--- config.mk ---
export PLATFORM = sky130hd
export DESIGN_NAME = rt_monitor_top
export DESIGN_NICKNAME = d
export VERILOG_FILES = /design/src/logic/rt_pkg.sv /design/src/logic/rt_ctrl_fsm.sv /design/src/logic/rt_monitor_top.sv /design/src/logic/rt_perf_counters.sv /design/src/logic/rt_snapshot_regs.sv
export VERILOG_INCLUDE_DIRS = /design/src /design/src/include
export SDC_FILE = /design/constraint.sdc
export NUM_CORES = 1
export LEC_CHECK = 0
export BUFFER_PORTS_ARGS = -buffer_cell sky130_fd_sc_hd__buf_2
export CAP_MARGIN = 25
export CELL_PAD_IN_SITES_DETAIL_PLACEMENT = 2
export CELL_PAD_IN_SITES_GLOBAL_PLACEMENT = 2
export CORE_ASPECT_RATIO = 1.1
export CORE_MARGIN = 5
export CORE_UTILIZATION = 34
export CTS_BUF_LIST = sky130_fd_sc_hd__clkbuf_4
export CTS_CLUSTER_DIAMETER = 80
export DETAILED_ROUTE_END_ITERATION = 6
export GPL_ROUTABILITY_DRIVEN = 0
export PLACE_DENSITY = 0.9
export SLEW_MARGIN = 30
export SYNTH_ARGS = -nofsm -noshare
export SYNTH_HDL_FRONTEND = slang
export SYNTH_SLANG_ARGS = --single-unit
--- constraint.sdc ---
create_clock -name clk_i -period 3 [get_ports clk_i]
set_input_delay 0.15 -clock clk_i [delete_from_list [all_inputs] [get_ports clk_i]]
set_output_delay 0.15 -clock clk_i [all_outputs]
set_load 0.02 [all_outputs]
--- src/include/rt_defines.svh ---
// ##########################################################
// Width and size macros of the vector runtime monitor
// Counter width, stall event count, snapshot sequence width
// ##########################################################

`ifndef RT_DEFINES_SVH
`define RT_DEFINES_SVH

// Width of every runtime and stall counter
`define RT_CNT_W 64

// Stall events reported by the host core
// Bit 0 data-cache miss, bit 1 instruction-cache miss, bit 2 scoreboard full
`define RT_NR_EVT 3

// Width of the snapshot sequence number
`define RT_SEQ_W 16

`endif

--- src/logic/rt_pkg.sv ---
// ##########################################################
// Shared types of the vector runtime monitor
// Counter, event and sequence vectors, control state enum
// ##########################################################

`include "rt_defines.svh"

package rt_pkg;

  // Counter value, live or buffered
  typedef logic [`RT_CNT_W-1:0] rt_cnt_t;

  // One bit per host stall event
  // Bit 0 data-cache miss
  // Bit 1 instruction-cache miss
  // Bit 2 scoreboard full
  typedef logic [`RT_NR_EVT-1:0] rt_evt_t;

  // Number of snapshots taken, wraps
  typedef logic [`RT_SEQ_W-1:0] rt_seq_t;

  // Counting state
  // RT_OFF waits for an enabled dispatch
  // RT_RUN counts until software disables and the accelerator drains
  typedef enum logic {
    RT_OFF = 1'b0,
    RT_RUN = 1'b1
  } rt_state_e;

  // Event bit positions inside rt_evt_t
  localparam int unsigned RT_EVT_DCACHE = 0;
  localparam int unsigned RT_EVT_ICACHE = 1;
  localparam int unsigned RT_EVT_SBFULL = 2;

endpackage : rt_pkg

--- src/logic/rt_ctrl_fsm.sv ---
// ##########################################################
// Control FSM of the vector runtime monitor
// Counting enable, pending-update flag, capture strobe
// ##########################################################

`timescale 1ns/1ns

`include "rt_defines.svh"

module rt_ctrl_fsm import rt_pkg::*; (
  input  logic clk_i,
  input  logic rst_ni,
  // Vector instruction dispatched this cycle
  input  logic vreq_valid_i,
  // Accelerator has no work in flight
  input  logic v_idle_i,
  // Software enable of the measurement
  input  logic sw_cnt_en_i,
  // Level, high while counting
  output logic cnt_en_o,
  // Single-cycle strobe, take a snapshot of the counters
  output logic capture_o
);

  rt_state_e state_d, state_q;

  // Set once work was dispatched that has not been reported yet
  logic pending_d, pending_q;

  // Next state of the counting enable
  always_comb begin
    // Hold by default
    state_d = state_q;
    unique case (state_q)
      RT_OFF: begin
        // Start on the first dispatch that software allows
        if (vreq_valid_i && sw_cnt_en_i) begin
          state_d = RT_RUN;
        end
      end
      RT_RUN: begin
        // Stop only once software disabled it and the accelerator drained
        // A busy accelerator keeps the window open
        if (!sw_cnt_en_i && v_idle_i) begin
          state_d = RT_OFF;
        end
      end
      default: begin
        state_d = RT_OFF;
      end
    endcase
  end

  // Drain detect
  // All dispatched work is done and nothing new arrives in this cycle
  assign capture_o = pending_q & v_idle_i & ~vreq_valid_i;

  // Pending flag
  // Any dispatch arms it, enabled or not
  // A capture clears it; capture never coincides with a dispatch
  always_comb begin
    pending_d = pending_q;
    if (vreq_valid_i) begin
      pending_d = 1'b1;
    end else if (capture_o) begin
      pending_d = 1'b0;
    end
  end

  // Counters see the enable one cycle after the starting dispatch
  assign cnt_en_o = (state_q == RT_RUN);

  always_ff @(posedge clk_i or negedge rst_ni) begin
    if (!rst_ni) begin
      state_q   <= RT_OFF;
      pending_q <= 1'b0;
    end else begin
      state_q   <= state_d;
      pending_q <= pending_d;
    end
  end

endmodule : rt_ctrl_fsm

--- src/logic/rt_monitor_top.sv ---
// ##########################################################
// Top level of the vector runtime monitor
// Control FSM, counter bank and snapshot bank
// ##########################################################

`timescale 1ns/1ns

`include "rt_defines.svh"

module rt_monitor_top import rt_pkg::*; (
  input  logic    clk_i,
  input  logic    rst_ni,
  // Accelerator side
  input  logic    vreq_valid_i,
  input  logic    v_idle_i,
  // Software enable
  input  logic    sw_cnt_en_i,
  // Host stall events
  input  rt_evt_t stall_evt_i,
  // Live counters
  output rt_cnt_t cycle_cnt_o,
  output rt_cnt_t dcache_cnt_o,
  output rt_cnt_t icache_cnt_o,
  output rt_cnt_t sb_full_cnt_o,
  // Snapshot of the last finished window
  output rt_cnt_t runtime_o,
  output rt_cnt_t dcache_stall_o,
  output rt_cnt_t icache_stall_o,
  output rt_cnt_t sb_full_o,
  output rt_seq_t snap_seq_o
);

  // FSM to counter bank
  logic cnt_en;
  // FSM to snapshot bank
  logic capture;

  // Decides when counting runs and when results are final
  rt_ctrl_fsm i_rt_ctrl_fsm (
    .clk_i       (clk_i       ),
    .rst_ni      (rst_ni      ),
    .vreq_valid_i(vreq_valid_i),
    .v_idle_i    (v_idle_i    ),
    .sw_cnt_en_i (sw_cnt_en_i ),
    .cnt_en_o    (cnt_en      ),
    .capture_o   (capture     )
  );

  // Runtime and stall accumulators
  rt_perf_counters i_rt_perf_counters (
    .clk_i        (clk_i        ),
    .rst_ni       (rst_ni       ),
    .cnt_en_i     (cnt_en       ),
    .stall_evt_i  (stall_evt_i  ),
    .cycle_cnt_o  (cycle_cnt_o  ),
    .dcache_cnt_o (dcache_cnt_o ),
    .icache_cnt_o (icache_cnt_o ),
    .sb_full_cnt_o(sb_full_cnt_o)
  );

  // Live counters feed the buffers straight from the output ports
  rt_snapshot_regs i_rt_snapshot_regs (
    .clk_i         (clk_i         ),
    .rst_ni        (rst_ni        ),
    .capture_i     (capture       ),
    .cycle_cnt_i   (cycle_cnt_o   ),
    .dcache_cnt_i  (dcache_cnt_o  ),
    .icache_cnt_i  (icache_cnt_o  ),
    .sb_full_cnt_i (sb_full_cnt_o ),
    .runtime_o     (runtime_o     ),
    .dcache_stall_o(dcache_stall_o),
    .icache_stall_o(icache_stall_o),
    .sb_full_o     (sb_full_o     ),
    .snap_seq_o    (snap_seq_o    )
  );

endmodule : rt_monitor_top

--- src/logic/rt_perf_counters.sv ---
// ##########################################################
// Counter bank of the vector runtime monitor
// Cycle counter and one counter per host stall event
// ##########################################################

`timescale 1ns/1ns

`include "rt_defines.svh"

module rt_perf_counters import rt_pkg::*; (
  input  logic    clk_i,
  input  logic    rst_ni,
  // Counting window from the control FSM
  input  logic    cnt_en_i,
  // Host stall events of this cycle
  input  rt_evt_t stall_evt_i,
  // Elapsed cycles inside counting windows
  output rt_cnt_t cycle_cnt_o,
  // Stall cycles inside counting windows
  output rt_cnt_t dcache_cnt_o,
  output rt_cnt_t icache_cnt_o,
  output rt_cnt_t sb_full_cnt_o
);

  rt_cnt_t cycle_cnt_d, cycle_cnt_q;

  // One accumulator per event bit, same layout as rt_evt_t
  rt_cnt_t evt_cnt_d [`RT_NR_EVT];
  rt_cnt_t evt_cnt_q [`RT_NR_EVT];

  // Runtime counter, one per enabled cycle
  always_comb begin
    cycle_cnt_d = cycle_cnt_q;
    if (cnt_en_i) begin
      // Wraps at the counter width
      cycle_cnt_d = cycle_cnt_q + rt_cnt_t'(1);
    end
  end

  // Event counters, one per enabled cycle with the event bit set
  always_comb begin
    for (int unsigned i = 0; i < `RT_NR_EVT; i++) begin
      evt_cnt_d[i] = evt_cnt_q[i];
      if (cnt_en_i && stall_evt_i[i]) begin
        evt_cnt_d[i] = evt_cnt_q[i] + rt_cnt_t'(1);
      end
    end
  end

  // Cleared only by reset, never between windows
  always_ff @(posedge clk_i or negedge rst_ni) begin
    if (!rst_ni) begin
      cycle_cnt_q <= '0;
      for (int unsigned i = 0; i < `RT_NR_EVT; i++) begin
        evt_cnt_q[i] <= '0;
      end
    end else begin
      cycle_cnt_q <= cycle_cnt_d;
      for (int unsigned i = 0; i < `RT_NR_EVT; i++) begin
        evt_cnt_q[i] <= evt_cnt_d[i];
      end
    end
  end

  // Live values, before this cycle's increment
  assign cycle_cnt_o   = cycle_cnt_q;
  assign dcache_cnt_o  = evt_cnt_q[RT_EVT_DCACHE];
  assign icache_cnt_o  = evt_cnt_q[RT_EVT_ICACHE];
  assign sb_full_cnt_o = evt_cnt_q[RT_EVT_SBFULL];

endmodule : rt_perf_counters

--- src/logic/rt_snapshot_regs.sv ---
// ##########################################################
// Snapshot bank of the vector runtime monitor
// Result buffers loaded on capture, snapshot sequence number
// ##########################################################

`timescale 1ns/1ns

`include "rt_defines.svh"

module rt_snapshot_regs import rt_pkg::*; (
  input  logic    clk_i,
  input  logic    rst_ni,
  // Drain strobe from the control FSM
  input  logic    capture_i,
  // Live counter values
  input  rt_cnt_t cycle_cnt_i,
  input  rt_cnt_t dcache_cnt_i,
  input  rt_cnt_t icache_cnt_i,
  input  rt_cnt_t sb_full_cnt_i,
  // Buffered results of the last finished window
  output rt_cnt_t runtime_o,
  output rt_cnt_t dcache_stall_o,
  output rt_cnt_t icache_stall_o,
  output rt_cnt_t sb_full_o,
  // Number of snapshots taken so far
  output rt_seq_t snap_seq_o
);

  rt_cnt_t runtime_buf_d, runtime_buf_q;
  rt_cnt_t dcache_buf_d, dcache_buf_q;
  rt_cnt_t icache_buf_d, icache_buf_q;
  rt_cnt_t sb_full_buf_d, sb_full_buf_q;
  rt_seq_t seq_d, seq_q;

  always_comb begin
    // Hold the last coherent set
    runtime_buf_d = runtime_buf_q;
    dcache_buf_d  = dcache_buf_q;
    icache_buf_d  = icache_buf_q;
    sb_full_buf_d = sb_full_buf_q;
    seq_d         = seq_q;
    // All four load together so the set always belongs to one window
    if (capture_i) begin
      runtime_buf_d = cycle_cnt_i;
      dcache_buf_d  = dcache_cnt_i;
      icache_buf_d  = icache_cnt_i;
      sb_full_buf_d = sb_full_cnt_i;
      // Lets software tell a fresh result from an old one, wraps
      seq_d         = seq_q + rt_seq_t'(1);
    end
  end

  always_ff @(posedge clk_i or negedge rst_ni) begin
    if (!rst_ni) begin
      runtime_buf_q <= '0;
      dcache_buf_q  <= '0;
      icache_buf_q  <= '0;
      sb_full_buf_q <= '0;
      seq_q         <= '0;
    end else begin
      runtime_buf_q <= runtime_buf_d;
      dcache_buf_q  <= dcache_buf_d;
      icache_buf_q  <= icache_buf_d;
      sb_full_buf_q <= sb_full_buf_d;
      seq_q         <= seq_d;
    end
  end

  // New values appear one cycle after the strobe
  assign runtime_o      = runtime_buf_q;
  assign dcache_stall_o = dcache_buf_q;
  assign icache_stall_o = icache_buf_q;
  assign sb_full_o      = sb_full_buf_q;
  assign snap_seq_o     = seq_q;

endmodule : rt_snapshot_regs

==> impl_metrics.py, run 1 <==
metrics = {
    "sta": {
        "fin_crit_sh": 0.9652,
        "slew_headroom": 0.2801,
        "fin_ws_ps": 104.4,
        "whs_ps": 151.3,
        "tightest_slew_ps": 1080,
        "hold_violations": 0,
        "skew_ps": 63.81,
        "clock.fmax_ghz": 0.3453,
        "rsz0062_at_grt": "no",
        "period_minus_slack_ps": 2896,
        "finalSetupViolCount": 0,
        "maxSlewViolCount": 0,
        "tns_ps": 0,
    },
    "place": {
        "dpl.hpwl_um": 64470,
        "io_buffer_count": 535,
        "dp_cells": 3579,
        "place_ws_ps": -85.45,
    },
    "clock_network": {
        "cts_buffer_depth": 3,
        "htreeDepth": 4,
        "clkTransAtPathRegs_ps": 80,
        "cts_tree": "yes",
        "numCtsBuffers": 148,
        "cts_sinks": 530,
        "clkLatencyLatePin_ps": 990,
        "cts_root_buf": "clkbuf_4",
    },
    "pwr": {
        "p_sw_frac": 0.3140,
        "power_frac_comb": 0.111,
        "p_switching_mw": 5.337,
        "p_clk_frac": 0.421,
        "powerDensity_mw_per_mm2": 605.2,
        "p_leak_nw": 15.74,
        "intPower_mw": 11.66,
        "ir_drop_v": 0.0003203,
        "p_seq_frac": 0.468,
    },
    "route": {
        "m1WireLength_um": 37530,
        "drc_errors": 0,
        "wl_met3_um": 6061,
        "wl_met2_um": 52370,
        "drt-vias-per-instance": 5.272,
        "first_pass_iters": 5,
        "routedWlPerCell_um": 26.13,
        "ant_nets": 0,
        "highest_layer": "met4",
        "drt_iter0_drc": 995,
        "dr_total_vias": 20380,
        "wirelength_um": 101000,
    },
    "layout": {
        "layout-drive-gt1-share": 0.2762,
        "fin_cells": 3866,
        "final_util": 0.4347,
        "final_nets": 2909,
        "syn_to_final_growth_pct": 27.28,
    },
    "worst_hold_path": {
        "hp-class": "in2reg",
    },
    "yosys": {
        "yosys_register_bits": 530,
        "synth_cells": 2237,
        "yosys.area.top_type_share": 0.6010,
        "synth_flop_cell": "dfrtp_1",
        "synth_edf_count": 0,
        "syn_nets": 2250,
        "synth-seq-area-share": 0.6010,
        "yosys-top-cells-area": "dfrtp_1 (60%), nand2_1 (14%), xor2_1 (5.3%), xnor2_1 (5.3%), nand4_1 (2.6%)",
        "synth_cell_types": 40,
        "postSynthAreaPerCell_um2": 9.864,
        "yosys.area.top_type": "dfrtp_1",
        "synthArstFlopShare": 1.000,
        "netlist_area_mm2": 0.02207,
        "yosys_warnings": 0,
    },
    "setup_path": {
        "crit_chain": "buf_4 > nand2_1 > nor4_1 > nand2_1 > nor4_1 > xor2_1",
        "arrival_ps": 3760,
        "cp_slowest_cell": "dfrtp_1",
        "critPathKind": "reg2reg",
        "cp_max_fo": 6,
        "max_stage_delay_ps": 610,
        "endpoint_kind": "flip-flop",
        "required_ps": 3860,
        "crit_path_start_kind": "flip-flop",
    },
    "floorplan": {
        "core_area_mm2": 0.06462,
        "num_rows": 98,
        "dieWidth_um": 252.9,
        "initial_core_util": 0.3415,
        "dieArea_mm2": 0.07010,
        "fp.dieH_um": 277.2,
        "io_pins": 536,
    },
    "global_route": {
        "grt_pass1_wl_um": 153400,
        "grt_usage": 0.2824,
        "first_global_vias": 23770,
        "grt_max_degree": 167,
        "antenna_found_initial": 3,
        "overflow": 0,
    },
    "status": {
        "status": "completed",
    },
    "flow_run": {
        "maxCapViolCount": 0,
    },
}
==> layout by cell type (no fill, tap or decap), types with 3 or more instances in the layout <==
cell type,instances
nor4_1,45
xnor2_1,133
mux2_2,4
ha_1,5
buf_2,534
o21ai_0,32
nand3_1,97
nor3_2,3
dlygate4sd3_1,14
xor2_1,134
nand4_1,92
and3_1,31
nor3_1,59
or2_2,4
clkinvlp_4,3
buf_12,13
clkinv_1,34
diode_2,4
dfrtp_1,530
nor4_2,10
bufinv_16,3
inv_2,3
nand4b_1,3
clkbuf_4,220
nor2_1,84
buf_4,24
and4_1,15
or3_1,6
nand2_1,813
clkinv_4,3
inv_1,36
==> cell families (layout without fill, tap and decap cells) <==
family	after synthesis	count (layout)	synth area share
flip-flops	530	530	0.6010
adder cells (fa/ha/maj)	5	5	0.002835
buffers and inverters	114	889	0.01979
other	0	4	0
AND/OR/NAND/NOR	1283	1283	0.2605
AO/OA/AOI/OAI	34	34	0.007825
XOR/XNOR	267	267	0.1060
multiplexers	4	4	0.002041
==> path summary, 6_finish.rpt <==
check	from	end	slack [ps]	cells after the start
setup / recovery	i_rt_ctrl_fsm.cnt_en_o$_DFF_PN0_	i_rt_perf_counters.dcache_cnt_o[33]$_DFFE_PN0P_	100	6
hold / removal	stall_evt_i[0]	i_rt_perf_counters.dcache_cnt_o[0]$_DFFE_PN0P_	150	4
setup reg to reg	i_rt_ctrl_fsm.cnt_en_o$_DFF_PN0_	i_rt_perf_counters.dcache_cnt_o[33]$_DFFE_PN0P_	100	6
hold reg to reg	i_rt_snapshot_regs.icache_stall_o[21]$_DFFE_PN0P_	i_rt_snapshot_regs.icache_stall_o[21]$_DFFE_PN0P_	460	2
max in group asynchronous	rst_ni	i_rt_snapshot_regs.snap_seq_o[14]$_DFFE_PN0P_	2060	4
min in group asynchronous	rst_ni	i_rt_snapshot_regs.sb_full_o[24]$_DFFE_PN0P_	470	4
==> per-stage QoR <==
stage	power (mW)	instance area, um^2
floorplan	8.868	22070
global placement	9.745	25930
detailed placement	9.911	25930
CTS	17.23	28060
global route	17.77	28090
finish	17.00	28090
==> power by group through the flow <==
| stage | Combinational (mW) | Sequential [mW] | Clock, mW |
|---|---|---|---|
| CTS | 1.92 | 7.96 | 7.36 |
| floorplan | 0.519 | 8.35 | 0 |
| global route | 2.02 | 8.00 | 7.76 |
| global placement | 1.73 | 8.01 | 0 |
| finish | 1.89 | 7.96 | 7.15 |
| detailed placement | 1.84 | 8.07 | 0 |
==> cells in the mapped netlist, types with 3 or more instances <==
cell      count
dfrtp_1     530
nor4_1       48
nor2_1       84
nor3_1       59
or3_1         6
nand3_1      97
and3_1       32
nand2_1     813
nor3_2        3
xor2_1      134
or2_2         4
inv_1        36
and4_1       15
clkbuf_1     68
buf_1         8
mux2_2        4
nand4b_1      3
ha_1          5
nor4_2        7
nand4_1      92
o21ai_0      32
xnor2_1     133
==> per-layer routing <==
layer / vias to the layer above / track usage
li1: 8735 / -
met1: 10620 / 0.3106
met2: 758 / 0.5021
met3: 271 / 0.07852
met4: 0 / 0.1322
met5: - / 0
==> critical path: cells and delay by family (launching register included) <==
family	cells	cell delay, ps
AND/OR/NAND/NOR	4	1630
XOR/XNOR	1	330
flip-flops	1	610
buffers and inverters	1	250
==> sequential cells by signal (all words and copies together) (netlist names) <==
register                           flops
i_rt_snapshot_regs.runtime_o          64
i_rt_perf_counters.sb_full_cnt_o      64
i_rt_ctrl_fsm.pending_q                1
i_rt_snapshot_regs.icache_stall_o     64
i_rt_snapshot_regs.dcache_stall_o     64
i_rt_snapshot_regs.sb_full_o          64
i_rt_ctrl_fsm.cnt_en_o                 1
i_rt_perf_counters.cycle_cnt_o        64
i_rt_perf_counters.dcache_cnt_o       64
i_rt_snapshot_regs.snap_seq_o         16
i_rt_perf_counters.icache_cnt_o       64
==> final cells by class <==
class / count / area [um^2]
Antenna cell: 4 / 10.01
Clock inverter: 46 / 277.8
Inverter: 36 / 135.1
Clock buffer: 220 / 1652
Multi-Input combinational cell: 1593 / 8391
Sequential cell: 530 / 13260
Timing Repair Buffer: 587 / 3296
Fill cell: 6942 / 36530
Tap cell: 850 / 1064
==> what timing repair did <==
action | CTS | global route
resized for setup | 0 | 3
endpoints found under the hold margin | 720 | 0
endpoints found under the setup margin | 6 | 7
pin swaps | 1 | 0
hold buffers | 15 | 0
buffers inserted | 2 | 0
Note: power is estimated with default switching activity, not from simulation.
==> inputs of run 2 (changes only) <==
--- a/config.mk
+++ b/config.mk
@@ -6,18 +6,19 @@
 export SDC_FILE = /design/constraint.sdc
 export NUM_CORES = 1
 export LEC_CHECK = 0
+export ABC_AREA = 1
 export BUFFER_PORTS_ARGS = -buffer_cell sky130_fd_sc_hd__buf_2
 export CAP_MARGIN = 25
 export CELL_PAD_IN_SITES_DETAIL_PLACEMENT = 2
 export CELL_PAD_IN_SITES_GLOBAL_PLACEMENT = 2
 export CORE_ASPECT_RATIO = 1.1
 export CORE_MARGIN = 5
-export CORE_UTILIZATION = 34
+export CORE_UTILIZATION = 33
 export CTS_BUF_LIST = sky130_fd_sc_hd__clkbuf_4
 export CTS_CLUSTER_DIAMETER = 80
 export DETAILED_ROUTE_END_ITERATION = 6
 export GPL_ROUTABILITY_DRIVEN = 0
-export PLACE_DENSITY = 0.9
+export PLACE_DENSITY = 0.91
 export SLEW_MARGIN = 30
 export SYNTH_ARGS = -nofsm -noshare
 export SYNTH_HDL_FRONTEND = slang
==> run 2 against run 1 <==
Die area increased by 17%. Fmax increased by 19%. Register-to-register slack improved by 470 ps. Clock power rose by 2%. Global-route usage increased by 2.2 points. Synthesized area is 14% higher. Sequential cell count stayed put. Critical path depth increased by 2.
==> impl_metrics.py, run 2 <==
metrics = {
    "clock_network": {
        "cts_root_buf": "clkbuf_4",
        "numCtsBuffers": 154,
        "cts_tree": "yes",
        "cts_sinks": 530,
        "cts_buffer_depth": 3,
        "clkLatencyLatePin_ps": 1050,
        "htreeDepth": 4,
        "clkTransAtPathRegs_ps": 70,
        "post_cts_resized": 0,
    },
    "global_route": {
        "overflow": 0,
        "grt_pass1_wl_um": 190400,
        "grt_max_degree": 234,
        "antenna_found_initial": 4,
        "grt_usage": 0.3044,
        "first_global_vias": 29390,
    },
    "route": {
        "first_pass_iters": 5,
        "wirelength_um": 127700,
        "drc_errors": 0,
        "ant_nets": 0,
        "drt-vias-per-instance": 5.196,
        "drt_iter0_drc": 1275,
        "dr_total_vias": 25480,
        "routedWlPerCell_um": 26.05,
    },
    "place": {
        "dpl-instance-area_mm2": 0.02919,
        "io_buffer_count": 535,
        "place_ws_ps": 728.3,
        "dpl.hpwl_um": 87590,
    },
    "flow_run": {
        "maxCapViolCount": 0,
    },
    "sta": {
        "rsz0062_at_grt": "no",
        "finalSetupViolCount": 0,
        "skew_ps": 74.46,
        "fin_crit_sh": 0.8090,
        "slew_headroom": 0.3789,
        "hold_violations": 0,
        "fin_ws_ps": 572.9,
        "tns_ps": 0,
        "clock.fmax_ghz": 0.4120,
        "period_minus_slack_ps": 2427,
        "tightest_slew_ps": 931.7,
        "maxSlewViolCount": 0,
    },
    "pwr": {
        "p_switching_mw": 6.142,
        "powerDensity_mw_per_mm2": 581.0,
        "p_seq_frac": 0.449,
        "p_clk_frac": 0.401,
        "intPower_mw": 12.07,
        "p_sw_frac": 0.3373,
        "p_leak_nw": 16.54,
        "power_frac_comb": 0.150,
        "ir_drop_v": 0.0002876,
    },
    "setup_path": {
        "crit_path_start_kind": "flip-flop",
        "arrival_ps": 3320,
        "reg2reg_slack_ps": 570,
        "cp_max_fo": 5,
        "endpoint_kind": "flip-flop",
        "required_ps": 3890,
        "critPathKind": "reg2reg",
    },
    "status": {
        "status": "completed",
    },
    "floorplan": {
        "initial_core_util": 0.3324,
        "num_rows": 106,
        "io_pins": 536,
        "fp.dieH_um": 299.9,
        "dieWidth_um": 273.6,
        "dieArea_mm2": 0.08206,
        "core_area_mm2": 0.07586,
    },
    "yosys": {
        "synth_flop_cell": "dfrtp_1",
        "yosysMostFrequentCell": "nand2_1",
        "synth_cells": 3106,
        "synth-seq-area-share": 0.5259,
        "yosys_warnings": 0,
        "synthArstFlopShare": 1.000,
        "synth_edf_count": 0,
        "yosys-top-cells-area": "dfrtp_1 (53%), nand2_1 (16%), xor2_1 (6.3%), inv_1 (5.3%), nor2_1 (4.7%)",
        "yosys_register_bits": 530,
        "synth_cell_types": 41,
        "synth_commonest_cells": "nand2_1 (1,046), dfrtp_1 (530), inv_1 (356)",
        "postSynthAreaPerCell_um2": 8.120,
        "syn_nets": 3119,
        "yosys.area.top_type": "dfrtp_1",
        "yosys.area.top_type_share": 0.5259,
        "netlist_area_mm2": 0.02522,
    },
    "layout": {
        "final_common_cell": "nand2_1",
        "stdcell_area_mm2": 0.03134,
        "multiInputGateArea_mm2": 0.01031,
        "final_nets": 3781,
        "syn_to_final_growth_pct": 24.26,
        "regArea_mm2": 0.01326,
        "final_cell_mix": "nand2_1 (1,046), buf_2 (534), dfrtp_1 (529), inv_1 (355), nor2_1 (318)",
        "fillers": 8646,
        "layout-drive-gt1-share": 0.2321,
    },
    "worst_hold_path": {
        "hp-class": "in2reg",
    },
}
-- run 2: cell types whose count changed after synthesis, moves of 23 or more --
cell      change
inv_1       +320
nor2_1      +234
nand2_1     +233
o21ai_0     +144
xnor2_1     -120
nand3_1      +58
xor2_1       +47
nor2_2       +43
nor4_1       -43
clkbuf_1     -41
and3_1       -31
nand4_1      -23
-- run 2: final timing paths --
path / start / end / depth (start not counted)
max: i_rt_perf_counters.sb_full_cnt_o[1]$_DFFE_PN0P_ / i_rt_perf_counters.sb_full_cnt_o[58]$_DFFE_PN0P_ / 8
min: stall_evt_i[2] / i_rt_perf_counters.sb_full_cnt_o[0]$_DFFE_PN0P_ / 4
max reg2reg: i_rt_perf_counters.sb_full_cnt_o[1]$_DFFE_PN0P_ / i_rt_perf_counters.sb_full_cnt_o[58]$_DFFE_PN0P_ / 8
min reg2reg: i_rt_snapshot_regs.sb_full_o[3]$_DFFE_PN0P_ / i_rt_snapshot_regs.sb_full_o[3]$_DFFE_PN0P_ / 2
max in group asynchronous: rst_ni / i_rt_perf_counters.dcache_cnt_o[30]$_DFFE_PN0P_ / 4
min in group asynchronous: rst_ni / i_rt_snapshot_regs.runtime_o[57]$_DFFE_PN0P_ / 4
-- run 2: area by class of cell --
class / instances / share of cell area
Inverter: 364 / 0.04400
Timing Repair Buffer: 569 / 0.1008
Sequential cell: 530 / 0.4232
Tap cell: 1026 / 0.04096
Antenna cell: 5 / 0.0003992
Clock buffer: 221 / 0.05294
Clock inverter: 40 / 0.008863
Multi-Input combinational cell: 2149 / 0.3288
-- run 2: metrics by stage --
| step | hold slack, ps | instances | power [mW] | util |
|---|---|---|---|---|
| finish | 129.8 | 4904 | 18.21 | 0.4131 |
| global route | 21.31 | 4903 | 19.06 | 0.4131 |
| CTS | 18.51 | 4898 | 18.40 | 0.4126 |
| detailed placement | 232.8 | 4621 | 10.91 | 0.3847 |
| global placement | 227.5 | 4621 | 10.75 | 0.3847 |
| floorplan | -145.6 | 3106 | 9.506 | - |
-- run 2: power by group through the flow --
stage / logic, mW / clock network (mW) / registers, mW
after floorplan: 0.769 / 0 / 8.74
after global placement: 2.55 / 0 / 8.20
after detailed placement: 2.65 / 0 / 8.26
after CTS: 2.75 / 7.49 / 8.16
after global routing: 2.93 / 7.91 / 8.22
final: 2.74 / 7.30 / 8.17
-- run 2: worst max-delay path, stage by stage, from the launching register on --
cell,delay [ps]
dfrtp_1,440
ha_1,230
nand2_1,70
nor2_1,210
nand3_1,400
nor2_1,370
nand3_1,280
nor3_1,240
nor2_1,70
-- run 2: what timing repair did --
action / in CTS / in global routing
hold buffers: 16 / 0
endpoints found under the hold margin: 720 / 0
setup buffers: 0 / 0
-- run 2: kinds of logic (layout without fill, tap and decap cells) --
family                     Yosys count  after routing  share of synthesized area
and+or+nand+nor                   1768           1768                     0.3021
DFF                                530            530                     0.5259
buffers and inverters              427           1194                    0.06598
xor gates and xnor gates           194            194                    0.06737
AOI/OAI and AO/OA                  182            182                    0.03622
adders and majority gates            5              5                   0.002481
other                                0              5                          0
-- run 2: routing by layer --
layer / GRT usage / vias up / share of wire
met5: 0 / - / 0
met4: 0.1464 / 0 / 0.053
met3: 0.09888 / 401 / 0.078
met2: 0.5332 / 1030 / 0.50
met1: 0.3328 / 13000 / 0.37
li1: - / 11050 / -
